--- config.mk ---
export PLATFORM = sky130hd
export DESIGN_NAME = stream_reduce_top
export DESIGN_NICKNAME = d
export VERILOG_FILES = /design/src/hdl/stream_pkg.sv /design/src/hdl/stream_fifo_sidech.sv /design/src/hdl/byte_accum.sv /design/src/hdl/stream_reduce_top.sv
export SDC_FILE = /design/constraint.sdc
export NUM_CORES = 1
export LEC_CHECK = 0
export BUFFER_PORTS_ARGS = -buffer_cell sky130_fd_sc_hd__buf_4
export CAP_MARGIN = 30
export CORE_ASPECT_RATIO = 1.75
export CORE_MARGIN = 8
export CORE_UTILIZATION = 61
export DETAILED_ROUTE_END_ITERATION = 16
export PLACE_DENSITY = 0.83
export SLEW_MARGIN = 40
export SYNTH_ARGS = -nofsm -noshare
export SYNTH_HDL_FRONTEND = slang
export SYNTH_HIERARCHICAL = 1
export SYNTH_SLANG_ARGS = --single-unit
--- constraint.sdc ---
create_clock -name clk_i -period 10.2 [get_ports clk_i]
set_clock_uncertainty 0.05 [all_clocks]
set_input_delay 0 -clock clk_i [delete_from_list [all_inputs] [get_ports clk_i]]
set_output_delay 0 -clock clk_i [all_outputs]
set_load 0.1 [all_outputs]
--- src/hdl/stream_pkg.sv ---
/*
 * Stream reduction package. Holds the stream widths, FIFO depths,
 * payload types and the FIFO status flags shared by the pipeline.
 */

package stream_pkg;

  // ------------------------------
  // widths and depths
  // ------------------------------
  localparam int unsigned DATA_WIDTH     = 32;  // stream data word
  localparam int unsigned STRB_WIDTH     = 4;   // one bit per data byte
  localparam int unsigned IN_FIFO_DEPTH  = 4;   // input beats buffered
  localparam int unsigned OUT_FIFO_DEPTH = 2;   // results buffered

  // ------------------------------
  // payload types
  // ------------------------------
  typedef logic [DATA_WIDTH-1:0] data_t;
  typedef logic [STRB_WIDTH-1:0] strb_t;

  // beats in one burst, result side channel
  typedef logic [7:0] beat_cnt_t;

  // final beat of a burst, input side channel
  typedef logic last_t;

  // ------------------------------
  // fifo status
  // ------------------------------
  typedef struct packed {
    logic empty;  // nothing stored
    logic full;   // all entries in use
  } flags_fifo_t;

endpackage

--- src/hdl/stream_fifo_sidech.sv ---
/*
 * Valid/ready stream FIFO with a typed side channel. Each entry holds the
 * side channel, data word and byte strobe; an empty/middle/full FSM with
 * wrapping pointers controls a register array.
 */

`timescale 1ns/1ps

module stream_fifo_sidech
  import stream_pkg::*;
#(
  parameter int unsigned FIFO_DEPTH = 2,
  parameter type         SIDECH_T   = logic
) (
  input  logic        clk_i,
  input  logic        rst_ni,
  input  logic        clear_i,

  output flags_fifo_t flags_o,

  // push side
  input  logic        push_valid_i,
  output logic        push_ready_o,
  input  data_t       push_data_i,
  input  strb_t       push_strb_i,
  input  SIDECH_T     push_sidech_i,

  // pop side
  output logic        pop_valid_o,
  input  logic        pop_ready_i,
  output data_t       pop_data_o,
  output strb_t       pop_strb_o,
  output SIDECH_T     pop_sidech_o
);

  localparam int unsigned ADDR_W = (FIFO_DEPTH > 1) ? $clog2(FIFO_DEPTH) : 1;
  localparam logic [ADDR_W-1:0] LAST_PTR = ADDR_W'(FIFO_DEPTH - 1);

  typedef enum logic [1:0] {
    EMPTY,
    MIDDLE,
    FULL
  } state_e;

  typedef struct packed {
    SIDECH_T sidech;
    data_t   data;
    strb_t   strb;
  } entry_t;

  state_e            cs, ns;
  logic [ADDR_W-1:0] push_ptr_q, push_ptr_d;
  logic [ADDR_W-1:0] pop_ptr_q, pop_ptr_d;
  logic              push_en, pop_en;
  entry_t            fifo_q [FIFO_DEPTH];
  entry_t            head;

  // pointer advance, wraps at the last entry
  function automatic logic [ADDR_W-1:0] ptr_inc(input logic [ADDR_W-1:0] ptr);
    ptr_inc = (ptr == LAST_PTR) ? '0 : ptr + 1'b1;
  endfunction

  // ------------------------------
  // handshake and flags
  // ------------------------------
  assign push_ready_o = (cs != FULL);
  assign pop_valid_o  = (cs != EMPTY);

  assign push_en = push_valid_i & push_ready_o;
  assign pop_en  = pop_valid_o & pop_ready_i;

  assign flags_o.empty = (cs == EMPTY);
  assign flags_o.full  = (cs == FULL);

  // ------------------------------
  // controller
  // ------------------------------
  always_comb begin
    ns         = cs;
    push_ptr_d = push_ptr_q;
    pop_ptr_d  = pop_ptr_q;

    if (push_en) begin
      push_ptr_d = ptr_inc(push_ptr_q);
    end
    if (pop_en) begin
      pop_ptr_d = ptr_inc(pop_ptr_q);
    end

    case (cs)
      EMPTY: begin
        if (push_en) begin
          ns = (push_ptr_d == pop_ptr_q) ? FULL : MIDDLE;  // depth 1 fills at once
        end
      end
      MIDDLE: begin
        if (push_en && !pop_en) begin
          ns = (push_ptr_d == pop_ptr_q) ? FULL : MIDDLE;
        end else if (pop_en && !push_en) begin
          ns = (pop_ptr_d == push_ptr_q) ? EMPTY : MIDDLE;
        end
      end
      FULL: begin
        if (pop_en) begin
          ns = (pop_ptr_d == push_ptr_q) ? EMPTY : MIDDLE;
        end
      end
      default: begin
        ns = EMPTY;
      end
    endcase
  end

  always_ff @(posedge clk_i or negedge rst_ni) begin
    if (!rst_ni) begin
      cs         <= EMPTY;
      push_ptr_q <= '0;
      pop_ptr_q  <= '0;
    end else if (clear_i) begin
      cs         <= EMPTY;
      push_ptr_q <= '0;
      pop_ptr_q  <= '0;
    end else begin
      cs         <= ns;
      push_ptr_q <= push_ptr_d;
      pop_ptr_q  <= pop_ptr_d;
    end
  end

  // ------------------------------
  // storage
  // ------------------------------
  always_ff @(posedge clk_i) begin
    if (push_en) begin
      fifo_q[push_ptr_q] <= '{sidech: push_sidech_i, data: push_data_i, strb: push_strb_i};
    end
  end

  assign head = fifo_q[pop_ptr_q];  // oldest entry

  // payload reads zero while nothing is offered
  assign pop_data_o   = pop_valid_o ? head.data   : '0;
  assign pop_strb_o   = pop_valid_o ? head.strb   : '0;
  assign pop_sidech_o = pop_valid_o ? head.sidech : '0;

  // ------------------------------
  // checks
  // ------------------------------
  // a write into a non-empty FIFO must never land on the unread head entry
  a_no_push_when_full: assert property (
    @(posedge clk_i) disable iff (!rst_ni)
    (push_en && !pop_en && cs != EMPTY) |-> (push_ptr_q != pop_ptr_q)
  ) else $error("push accepted into a full FIFO");

  // a read from a partly filled FIFO must find an unread entry at the head
  a_no_pop_when_empty: assert property (
    @(posedge clk_i) disable iff (!rst_ni)
    (pop_en && cs != FULL) |-> (push_ptr_q != pop_ptr_q)
  ) else $error("pop from an empty FIFO");

endmodule

--- src/hdl/byte_accum.sv ---
/*
 * Burst byte accumulator. Adds the strobed bytes of every beat in a burst
 * and emits one result beat with the sum and the burst's beat count.
 */

`timescale 1ns/1ps

module byte_accum
  import stream_pkg::*;
(
  input  logic      clk_i,
  input  logic      rst_ni,
  input  logic      clear_i,

  // input stream
  input  logic      in_valid_i,
  output logic      in_ready_o,
  input  data_t     in_data_i,
  input  strb_t     in_strb_i,
  input  last_t     in_last_i,

  // result stream
  output logic      out_valid_o,
  input  logic      out_ready_i,
  output data_t     out_sum_o,
  output strb_t     out_strb_o,
  output beat_cnt_t out_cnt_o
);

  logic      in_en, out_en;
  logic      burst_end;
  data_t     beat_sum;
  data_t     sum_next;
  beat_cnt_t cnt_next;

  data_t     sum_q;        // running burst sum
  beat_cnt_t cnt_q;        // beats taken so far
  logic      out_valid_q;
  data_t     res_sum_q;
  beat_cnt_t res_cnt_q;

  // ------------------------------
  // handshake
  // ------------------------------
  // input stalls only while a result is stuck at the output
  assign in_ready_o = ~out_valid_q | out_ready_i;

  assign in_en     = in_valid_i & in_ready_o;
  assign out_en    = out_valid_q & out_ready_i;
  assign burst_end = in_en & in_last_i;

  // ------------------------------
  // byte adder
  // ------------------------------
  always_comb begin
    beat_sum = '0;
    for (int i = 0; i < STRB_WIDTH; i++) begin
      if (in_strb_i[i]) begin
        beat_sum = beat_sum + data_t'(in_data_i[8*i +: 8]);  // masked lane
      end
    end
  end

  assign sum_next = sum_q + beat_sum;  // wraps mod 2**32
  assign cnt_next = cnt_q + 1'b1;

  // ------------------------------
  // running state
  // ------------------------------
  always_ff @(posedge clk_i or negedge rst_ni) begin
    if (!rst_ni) begin
      sum_q       <= '0;
      cnt_q       <= '0;
      out_valid_q <= 1'b0;
    end else if (clear_i) begin
      sum_q       <= '0;
      cnt_q       <= '0;
      out_valid_q <= 1'b0;
    end else begin
      if (burst_end) begin
        sum_q <= '0;          // restart for the next burst
        cnt_q <= '0;
      end else if (in_en) begin
        sum_q <= sum_next;
        cnt_q <= cnt_next;
      end

      if (burst_end) begin
        out_valid_q <= 1'b1;  // also covers a reload in the transfer cycle
      end else if (out_en) begin
        out_valid_q <= 1'b0;
      end
    end
  end

  // held result
  always_ff @(posedge clk_i) begin
    if (burst_end) begin
      res_sum_q <= sum_next;
      res_cnt_q <= cnt_next;
    end
  end

  assign out_valid_o = out_valid_q;
  assign out_sum_o   = res_sum_q;
  assign out_strb_o  = '1;  // result beats carry every byte
  assign out_cnt_o   = res_cnt_q;

  // ------------------------------
  // checks
  // ------------------------------
  // upstream must keep bursts to 255 beats or the count wraps
  a_burst_limit: assert property (
    @(posedge clk_i) disable iff (!rst_ni)
    in_en |-> (cnt_q != '1)
  ) else $error("burst longer than 255 beats");

  // a result is held unchanged until the consumer takes it
  a_out_held: assert property (
    @(posedge clk_i) disable iff (!rst_ni)
    (out_valid_o && !out_ready_i && !clear_i) |=>
      out_valid_o && $stable(out_sum_o) && $stable(out_cnt_o)
  ) else $error("result dropped before transfer");

endmodule

--- src/hdl/stream_reduce_top.sv ---
/*
 * Stream reduction top. Input FIFO, byte accumulator and result FIFO
 * in a three-stage valid/ready pipeline.
 */

`timescale 1ns/1ps

module stream_reduce_top
  import stream_pkg::*;
(
  input  logic        clk_i,
  input  logic        rst_ni,
  input  logic        clear_i,

  // input stream
  input  logic        in_valid_i,
  output logic        in_ready_o,
  input  data_t       in_data_i,
  input  strb_t       in_strb_i,
  input  last_t       in_last_i,

  // result stream
  output logic        out_valid_o,
  input  logic        out_ready_i,
  output data_t       out_sum_o,
  output strb_t       out_strb_o,
  output beat_cnt_t   out_cnt_o,

  output flags_fifo_t in_flags_o,
  output flags_fifo_t out_flags_o
);

  // input FIFO to accumulator
  logic      fifo_valid, fifo_ready;
  data_t     fifo_data;
  strb_t     fifo_strb;
  last_t     fifo_last;

  // accumulator to result FIFO
  logic      acc_valid, acc_ready;
  data_t     acc_sum;
  strb_t     acc_strb;
  beat_cnt_t acc_cnt;

  // ------------------------------
  // stage 1, input buffer
  // ------------------------------
  stream_fifo_sidech #(
    .FIFO_DEPTH (IN_FIFO_DEPTH),
    .SIDECH_T   (last_t)
  ) i_in_fifo (
    .clk_i         (clk_i),
    .rst_ni        (rst_ni),
    .clear_i       (clear_i),
    .flags_o       (in_flags_o),
    .push_valid_i  (in_valid_i),
    .push_ready_o  (in_ready_o),
    .push_data_i   (in_data_i),
    .push_strb_i   (in_strb_i),
    .push_sidech_i (in_last_i),
    .pop_valid_o   (fifo_valid),
    .pop_ready_i   (fifo_ready),
    .pop_data_o    (fifo_data),
    .pop_strb_o    (fifo_strb),
    .pop_sidech_o  (fifo_last)
  );

  // ------------------------------
  // stage 2, reduction
  // ------------------------------
  byte_accum i_accum (
    .clk_i       (clk_i),
    .rst_ni      (rst_ni),
    .clear_i     (clear_i),
    .in_valid_i  (fifo_valid),
    .in_ready_o  (fifo_ready),
    .in_data_i   (fifo_data),
    .in_strb_i   (fifo_strb),
    .in_last_i   (fifo_last),
    .out_valid_o (acc_valid),
    .out_ready_i (acc_ready),
    .out_sum_o   (acc_sum),
    .out_strb_o  (acc_strb),
    .out_cnt_o   (acc_cnt)
  );

  // ------------------------------
  // stage 3, result buffer
  // ------------------------------
  stream_fifo_sidech #(
    .FIFO_DEPTH (OUT_FIFO_DEPTH),
    .SIDECH_T   (beat_cnt_t)
  ) i_out_fifo (
    .clk_i         (clk_i),
    .rst_ni        (rst_ni),
    .clear_i       (clear_i),
    .flags_o       (out_flags_o),
    .push_valid_i  (acc_valid),
    .push_ready_o  (acc_ready),
    .push_data_i   (acc_sum),
    .push_strb_i   (acc_strb),
    .push_sidech_i (acc_cnt),
    .pop_valid_o   (out_valid_o),
    .pop_ready_i   (out_ready_i),
    .pop_data_o    (out_sum_o),
    .pop_strb_o    (out_strb_o),
    .pop_sidech_o  (out_cnt_o)
  );

endmodule

After elaboration in Yosys (flattened, before gate mapping):

Memory sizes are Yosys's and may differ from the RTL's.
Index checks and enable logic that the tools add are counted.
Widths: inputs -> output; s select.

* add/sub/neg operators: 9
* eq/ne operators: 18
* multiplexer cells: 51
* bitwise operators: 7
* reduce and logical (&&, ||, !) cells: 16

Operators with widths (count)
* $mux 32: 8
* $add 32x8->32: 2
* $mux 8: 5
* $mux 2: 18
* $add 32x32->32: 1
* $mux 1: 16
* $ne 3x2->1 const B: 4
* $pmux 2 s3: 2
* $add 8x8->9: 1
* $add 8x1->8 const B: 1
* $eq 2x2->1 const B: 4
* $mux 4: 2
* $ne 4x2->1 const B: 2
* $reduce_and 3->1: 2
* $reduce_bool 3->1: 2
* $and 1x1->1: 5
* $add 2x1->2 const B: 2
* $eq 2x1->1 const B: 2
* $eq 2x2->1: 2
* $logic_and 1x1->1: 4
* $logic_not 1->1: 4
* $logic_not 2->1: 2
* $ne 2x2->1 const B: 2
* $reduce_bool 2->1: 2
* other kinds (4): 6

* register bits: 91
* bits in writable memories: 228
* word-level logic and storage cells: 114
* memories: 2

Memory list
* i_in_fifo.fifo_q: depth 4, bits a word 37, read ports 1, clocked after memory_dff 0, write ports 1, RTL line stream_fifo_sidech.sv:55 `entry_t fifo_q [FIFO_DEPTH];`
* i_out_fifo.fifo_q: depth 2, bits a word 40, read ports 1, clocked after memory_dff 0, write ports 1, RTL line stream_fifo_sidech.sv:55

Longest topological paths before layout:

* word-level depth: 13
* gate-level depth with buffers: 35
* mapped depth without buffers: 31

Cells and area by module:

The synthesis kept the hierarchy.

Modules (own cells, without submodules)
* stream_fifo_sidech at i_in_fifo: instances 1, cells an instance 303, area each 6197.2 µm², sequential area each 4594.4 µm²
* byte_accum: instances 1, cells an instance 570, area each 5592.9 µm², sequential area each 2227.1 µm²
* stream_fifo_sidech at i_out_fifo: instances 1, cells an instance 213, area each 3549.7 µm², sequential area each 2742.6 µm²

Worst setup path after synthesis:

OpenSTA, ideal clock, no wires.

* kind: reg2reg
* start: reg i_in_fifo.pop_ptr_q[1]
* end: reg i_accum.res_sum_q[15], in the netlist i_accum/out_sum_o[15], data pin
* library setup time: 0.260 ns
* arrival: 6.796 ns
* slack: 3.094 ns
* stages on the path, launching flop included: 33
* path buffers: 4
* clock period less this slack: 7.106 ns
* cells stage by stage: dfrtp_1 -> buf_2 -> buf_2 -> mux4_2 -> and2_1 -> buf_6 -> and2_1 -> ha_1 -> fa_1 -> a21oi_1 -> o22ai_1 -> or3_1 -> a31o_1 -> ha_1 -> o21a_1 -> o31a_1 -> a21oi_1 -> mux2_2 -> ha_1 -> o21a_1 -> o31a_1 -> o311a_1 -> o21ai_1 -> xor2_1 -> xnor2_1 -> ha_1 -> a21o_1 -> a21o_1 -> a21o_1 -> a31oi_2 -> buf_2 -> nor2_1 -> xor2_1

* longest elaborated chain between the ends: 10
* elaborated cells on any way between the ends: 11

Ends and longest elaborated chain
* from (decl): RTL line stream_fifo_sidech.sv:53 `logic [ADDR_W-1:0] pop_ptr_q, pop_ptr_d;`
* from (signal assigned): RTL line stream_fifo_sidech.sv:126 `pop_ptr_q <= pop_ptr_d;`
* $mem_v2 4x37 *
* $mux 4 *: RTL line stream_fifo_sidech.sv:143 `assign pop_strb_o = pop_valid_o ? head.strb : '0;`
* named net fifo_strb[0]: RTL line stream_reduce_top.sv:36 `strb_t fifo_strb;`
* $mux 8 *: RTL line byte_accum.sv:58 `if (in_strb_i[i]) begin`
* $add 8x8->9: RTL line byte_accum.sv:59 `beat_sum = beat_sum + data_t'(in_data_i[8*i +: 8]);`
* $mux 32 *: RTL line byte_accum.sv:58
* $add 32x8->32: RTL line byte_accum.sv:59
* $mux 32 *: RTL line byte_accum.sv:58
* $add 32x8->32: RTL line byte_accum.sv:59
* $mux 32 *: RTL line byte_accum.sv:58
* $add 32x32->32 *: RTL line byte_accum.sv:64 `assign sum_next = sum_q + beat_sum;`
* named net i_accum.sum_next[15]: RTL line byte_accum.sv:33 `data_t sum_next;`
* to (signal assigned): RTL line byte_accum.sv:99 `res_sum_q <= sum_next;`
* to (decl): RTL line byte_accum.sv:39 `data_t res_sum_q;`

The timed path passes the listed nets; every way through them passes the cells marked *.
A chain may end at the register's enable or synchronous reset.

Worst setup path in the final report:

* start: reg i_in_fifo.pop_ptr_q[1]
* end: reg i_accum.res_sum_q[27], in the netlist i_accum/out_sum_o[27], data pin

* elaborated cells on any way between the ends: 11

RTL lines
* $mem_v2 4x37 *
* $mux 32 *: RTL line stream_fifo_sidech.sv:142 `assign pop_data_o = pop_valid_o ? head.data : '0;`
* named net fifo_data[8]: RTL line stream_reduce_top.sv:35 `data_t fifo_data;`
* $add 8x8->9 *: RTL line byte_accum.sv:59
* $mux 32 *: RTL line byte_accum.sv:58
* $add 32x8->32: RTL line byte_accum.sv:59
* $mux 32 *: RTL line byte_accum.sv:58
* $add 32x8->32: RTL line byte_accum.sv:59
* $mux 32 *: RTL line byte_accum.sv:58
* $add 32x32->32 *: RTL line byte_accum.sv:64
* named net i_accum.sum_next[27]: RTL line byte_accum.sv:33

Marked as above.

==> flow_summary.yaml <==
run_status:
  status: "completed"
pwr:
  ir_worst_vdd_mv: 0.203
  p_per_area_mw_per_mm2: 220
  p_leak_uw: 0.00655
sta:
  min_period_over_period_pct: 78.5
  slew_viol_final: 0
  finalSetupViolCount: 0
  slew-limit-headroom_pct: 47.6
  max_freq_ghz: 0.125
  rsz0062_at_grt: "no"
  hold_viol_final: 0
  tns_ps: 0
  worstMarginPinSlew_ps: 786
  finalCriticalPeriod_ps: 8010
  whs_ps: 30.1
  worst_slack_ps: 2190
cts:
  cts_buffers: 26
  clock_latency_ps: 540
  cts_root_buffer: "clkbuf_16"
  numClockSinks: 327
  cts_tree: "done"
  htree_levels: 1
  clk_pin_slew_ps: 70
  cts_buffer_depth: 3
setup_path:
  crit_family: "compound AO/OA/AOI/OAI gates"
  end_kind: "flop"
  crit_fanout: 34
  timing_worst_setup_path_type: "flop to flop"
  crit_cells: 28
  cp_data_required_time_ps: 10440
  path_buf_inv: 1
  cpMostUsedCell: "ha_1"
  reg2regPathDepth: 28
  critPathMaxStageDelay_ps: 620
  worst_ep_arrival_time_ps: 8250
  crit_path_start_kind: "flop"
  worst_path_max_delay_cell: "a31oi_2"
detailed_routing:
  wl_per_cell_um: 19.5
  vias: 9184
  detail-route-antenna-nets: 0
  wirelength_um: 30000
  drt-initial-drc-count: 645
  via_per_inst: 5.98
  detail_route.first_pass.iterations: 5
  drc_errors: 0
global_routing:
  grt_pass1_vias: 9721
  gr-usage-all-layers_pct: 19.9
  gr-total-overflow: 0
  grt_pass1_wl_um: 48300
  antenna_found_initial: 0
  grt_max_degree: 52
floorplan:
  die_area_mm2: 0.0307
  dieWidth_um: 136
  initial_core_util_pct: 61.5
  io_pins: 92
  die_y_um: 226
  core_region_area_mm2: 0.0250
  rows: 77
min_path:
  holdCritPathClass: "primary input to asynchronous set/reset pin"
logic_synthesis:
  yosysUniqueCellTypes: 87
  seq_area_frac_synth_pct: 62.3
  synthCells: 1086
  synthFlopType: "edfxtp_1"
  synth_edf_count: 276
  synth-seq-cells: 327
  synthesis.area_mm2: 0.0153
  async_flop_share_pct: 15.6
  yosys_warnings: 6
  syn_area_per_cell_um2: 14.1
placement:
  place_area_mm2: 0.0162
  place_ws_ps: 2300
  place_hpwl_um: 19600
  gp_congestion: 0.860
  io_buffers: 91
final_layout:
  syn_to_final_growth_pct: 14.3
  finish.utilization_pct: 70.3
  diodes: 0
  drive_gt1_share_pct: 18.1
  final_nets: 1286
  design_area_mm2: 0.0175
flow_run:
  maxCapViolCount: 0
==> registers in the layout (all words and copies together), names as in the netlist <==
register               flops
i_accum/out_cnt_o          8
i_in_fifo/push_ptr_q       2
i_out_fifo/cs              2
i_accum/out_valid_o        1
i_in_fifo/pop_ptr_q        2
i_out_fifo/push_ptr_q      1
i_in_fifo/cs               2
i_accum/cnt_q              8
i_accum/sum_q             32
i_out_fifo/fifo_q         88
i_out_fifo/pop_ptr_q       1
i_accum/out_sum_o         32
i_in_fifo/fifo_q         148
==> kinds of logic (layout without fill, tap and decap cells) <==
family                   count (synthesis)  count (layout)  synth area share (%)
XOR/XNOR                                55              55                  3.14
adder cells (fa/ha/maj)                 46              46                  3.92
flip-flops                             327             327                  62.3
other                                    1               4                0.0244
multiplexers                            94              94                  9.22
buffers and inverters                   88             219                  2.82
AND/OR/NAND/NOR                        286             286                  9.58
AO/OA/AOI/OAI                          189             189                  8.95
==> routing by layer <==
metal | vias to the layer above | share of wire [%] | track usage (%)
met5 | - | 0 | 0
li1 | 4333 | - | -
met4 | 0 | 4.6 | 11.0
met2 | 256 | 55 | 37.5
met1 | 4518 | 36 | 20.5
met3 | 77 | 4.4 | 2.47
==> layout make-up <==
type | instances | area, µm²
repair buffers | 139 | 1150
multi-input cells | 674 | 5390
fillers | 1621 | 7410
inverters | 32 | 120
clock buffers | 34 | 752
clock inverters | 14 | 166
well taps | 316 | 395
flip-flops and latches | 327 | 9570
==> path summary, 6_finish.rpt <==
kind | slack [ps] | start | to
min in group clk_i | 60 | in_valid_i | i_in_fifo/cs[1]
max | 2190 | i_in_fifo/pop_ptr_q[1] | i_accum/out_sum_o[27]
min reg2reg | 390 | i_accum/out_sum_o[5] | i_out_fifo/fifo_q[1][9]
max in group asynchronous | 9550 | rst_ni | i_in_fifo/pop_ptr_q[0]
min | 30 | rst_ni | i_accum/sum_q[22]
max reg2reg | 2190 | i_in_fifo/pop_ptr_q[1] | i_accum/out_sum_o[27]
==> synth_stat cells (8+ instances only) <==
library cell  instances  area (µm²)
o21ai_0              28         140
nand3_1              24         120
mux4_2               37         833
xor2_1               23         201
mux2i_1              49         490
and2_1               44         275
o211ai_1             13        97.6
nor3_1               14        70.1
ha_1                 40         500
nor2_1               88         330
o21a_1               11        82.6
xnor2_1              32         280
clkbuf_1             26        97.6
buf_2                13        65.1
mux2_2                8        90.1
a21oi_1              33         165
dfrtp_1              51        1280
inv_1                31         116
o31ai_1               9        67.6
edfxtp_1            276        8290
nand2_1              49         184
and3_1               11        68.8
a22o_1               17         149
a21o_1               12        90.1
==> what timing repair did <==
item | 4_1_cts | 5_1_grt
hold endpoints to repair | 210 | 0
resized for setup | 0 | 0
hold buffers | 40 | 0
endpoints found under the setup margin | 0 | 0
buffers inserted | 0 | 0
==> layout by cell type (no fill, tap or decap), types with 12 or more instances in the layout <==
| master | count |
|---|---|
| a21o_1 | 12 |
| a21oi_1 | 32 |
| a22o_1 | 17 |
| and2_1 | 44 |
| buf_4 | 98 |
| clkbuf_16 | 27 |
| dfrtp_1 | 49 |
| dlygate4sd3_1 | 40 |
| edfxtp_1 | 276 |
| ha_1 | 40 |
| inv_1 | 31 |
| mux2i_1 | 49 |
| mux4_2 | 37 |
| nand2_1 | 49 |
| nand3_1 | 24 |
| nor2_1 | 88 |
| nor3_1 | 13 |
| o211ai_1 | 13 |
| o21ai_0 | 28 |
| xnor2_1 | 32 |
| xor2_1 | 23 |
==> power by group <==
part           leakage (µW)  total (µW)  switching, µW  internal [µW]
Clock              0.000439        1050            451            600
Sequential          0.00326        1630           53.3           1570
Combinational       0.00285        1180            736            448
Total               0.00655        3860           1240           2620
==> per-stage QoR <==
| stage | instances | total power, µW |
|---|---|---|
| detailed placement | 1448 | 2820 |
| global placement | 1447 | 2780 |
| global route | 1536 | 4040 |
| floorplan | 1089 | 2570 |
| CTS | 1536 | 3880 |
| finish | 1536 | 3860 |
Note: power is estimated with default switching activity, not from simulation.
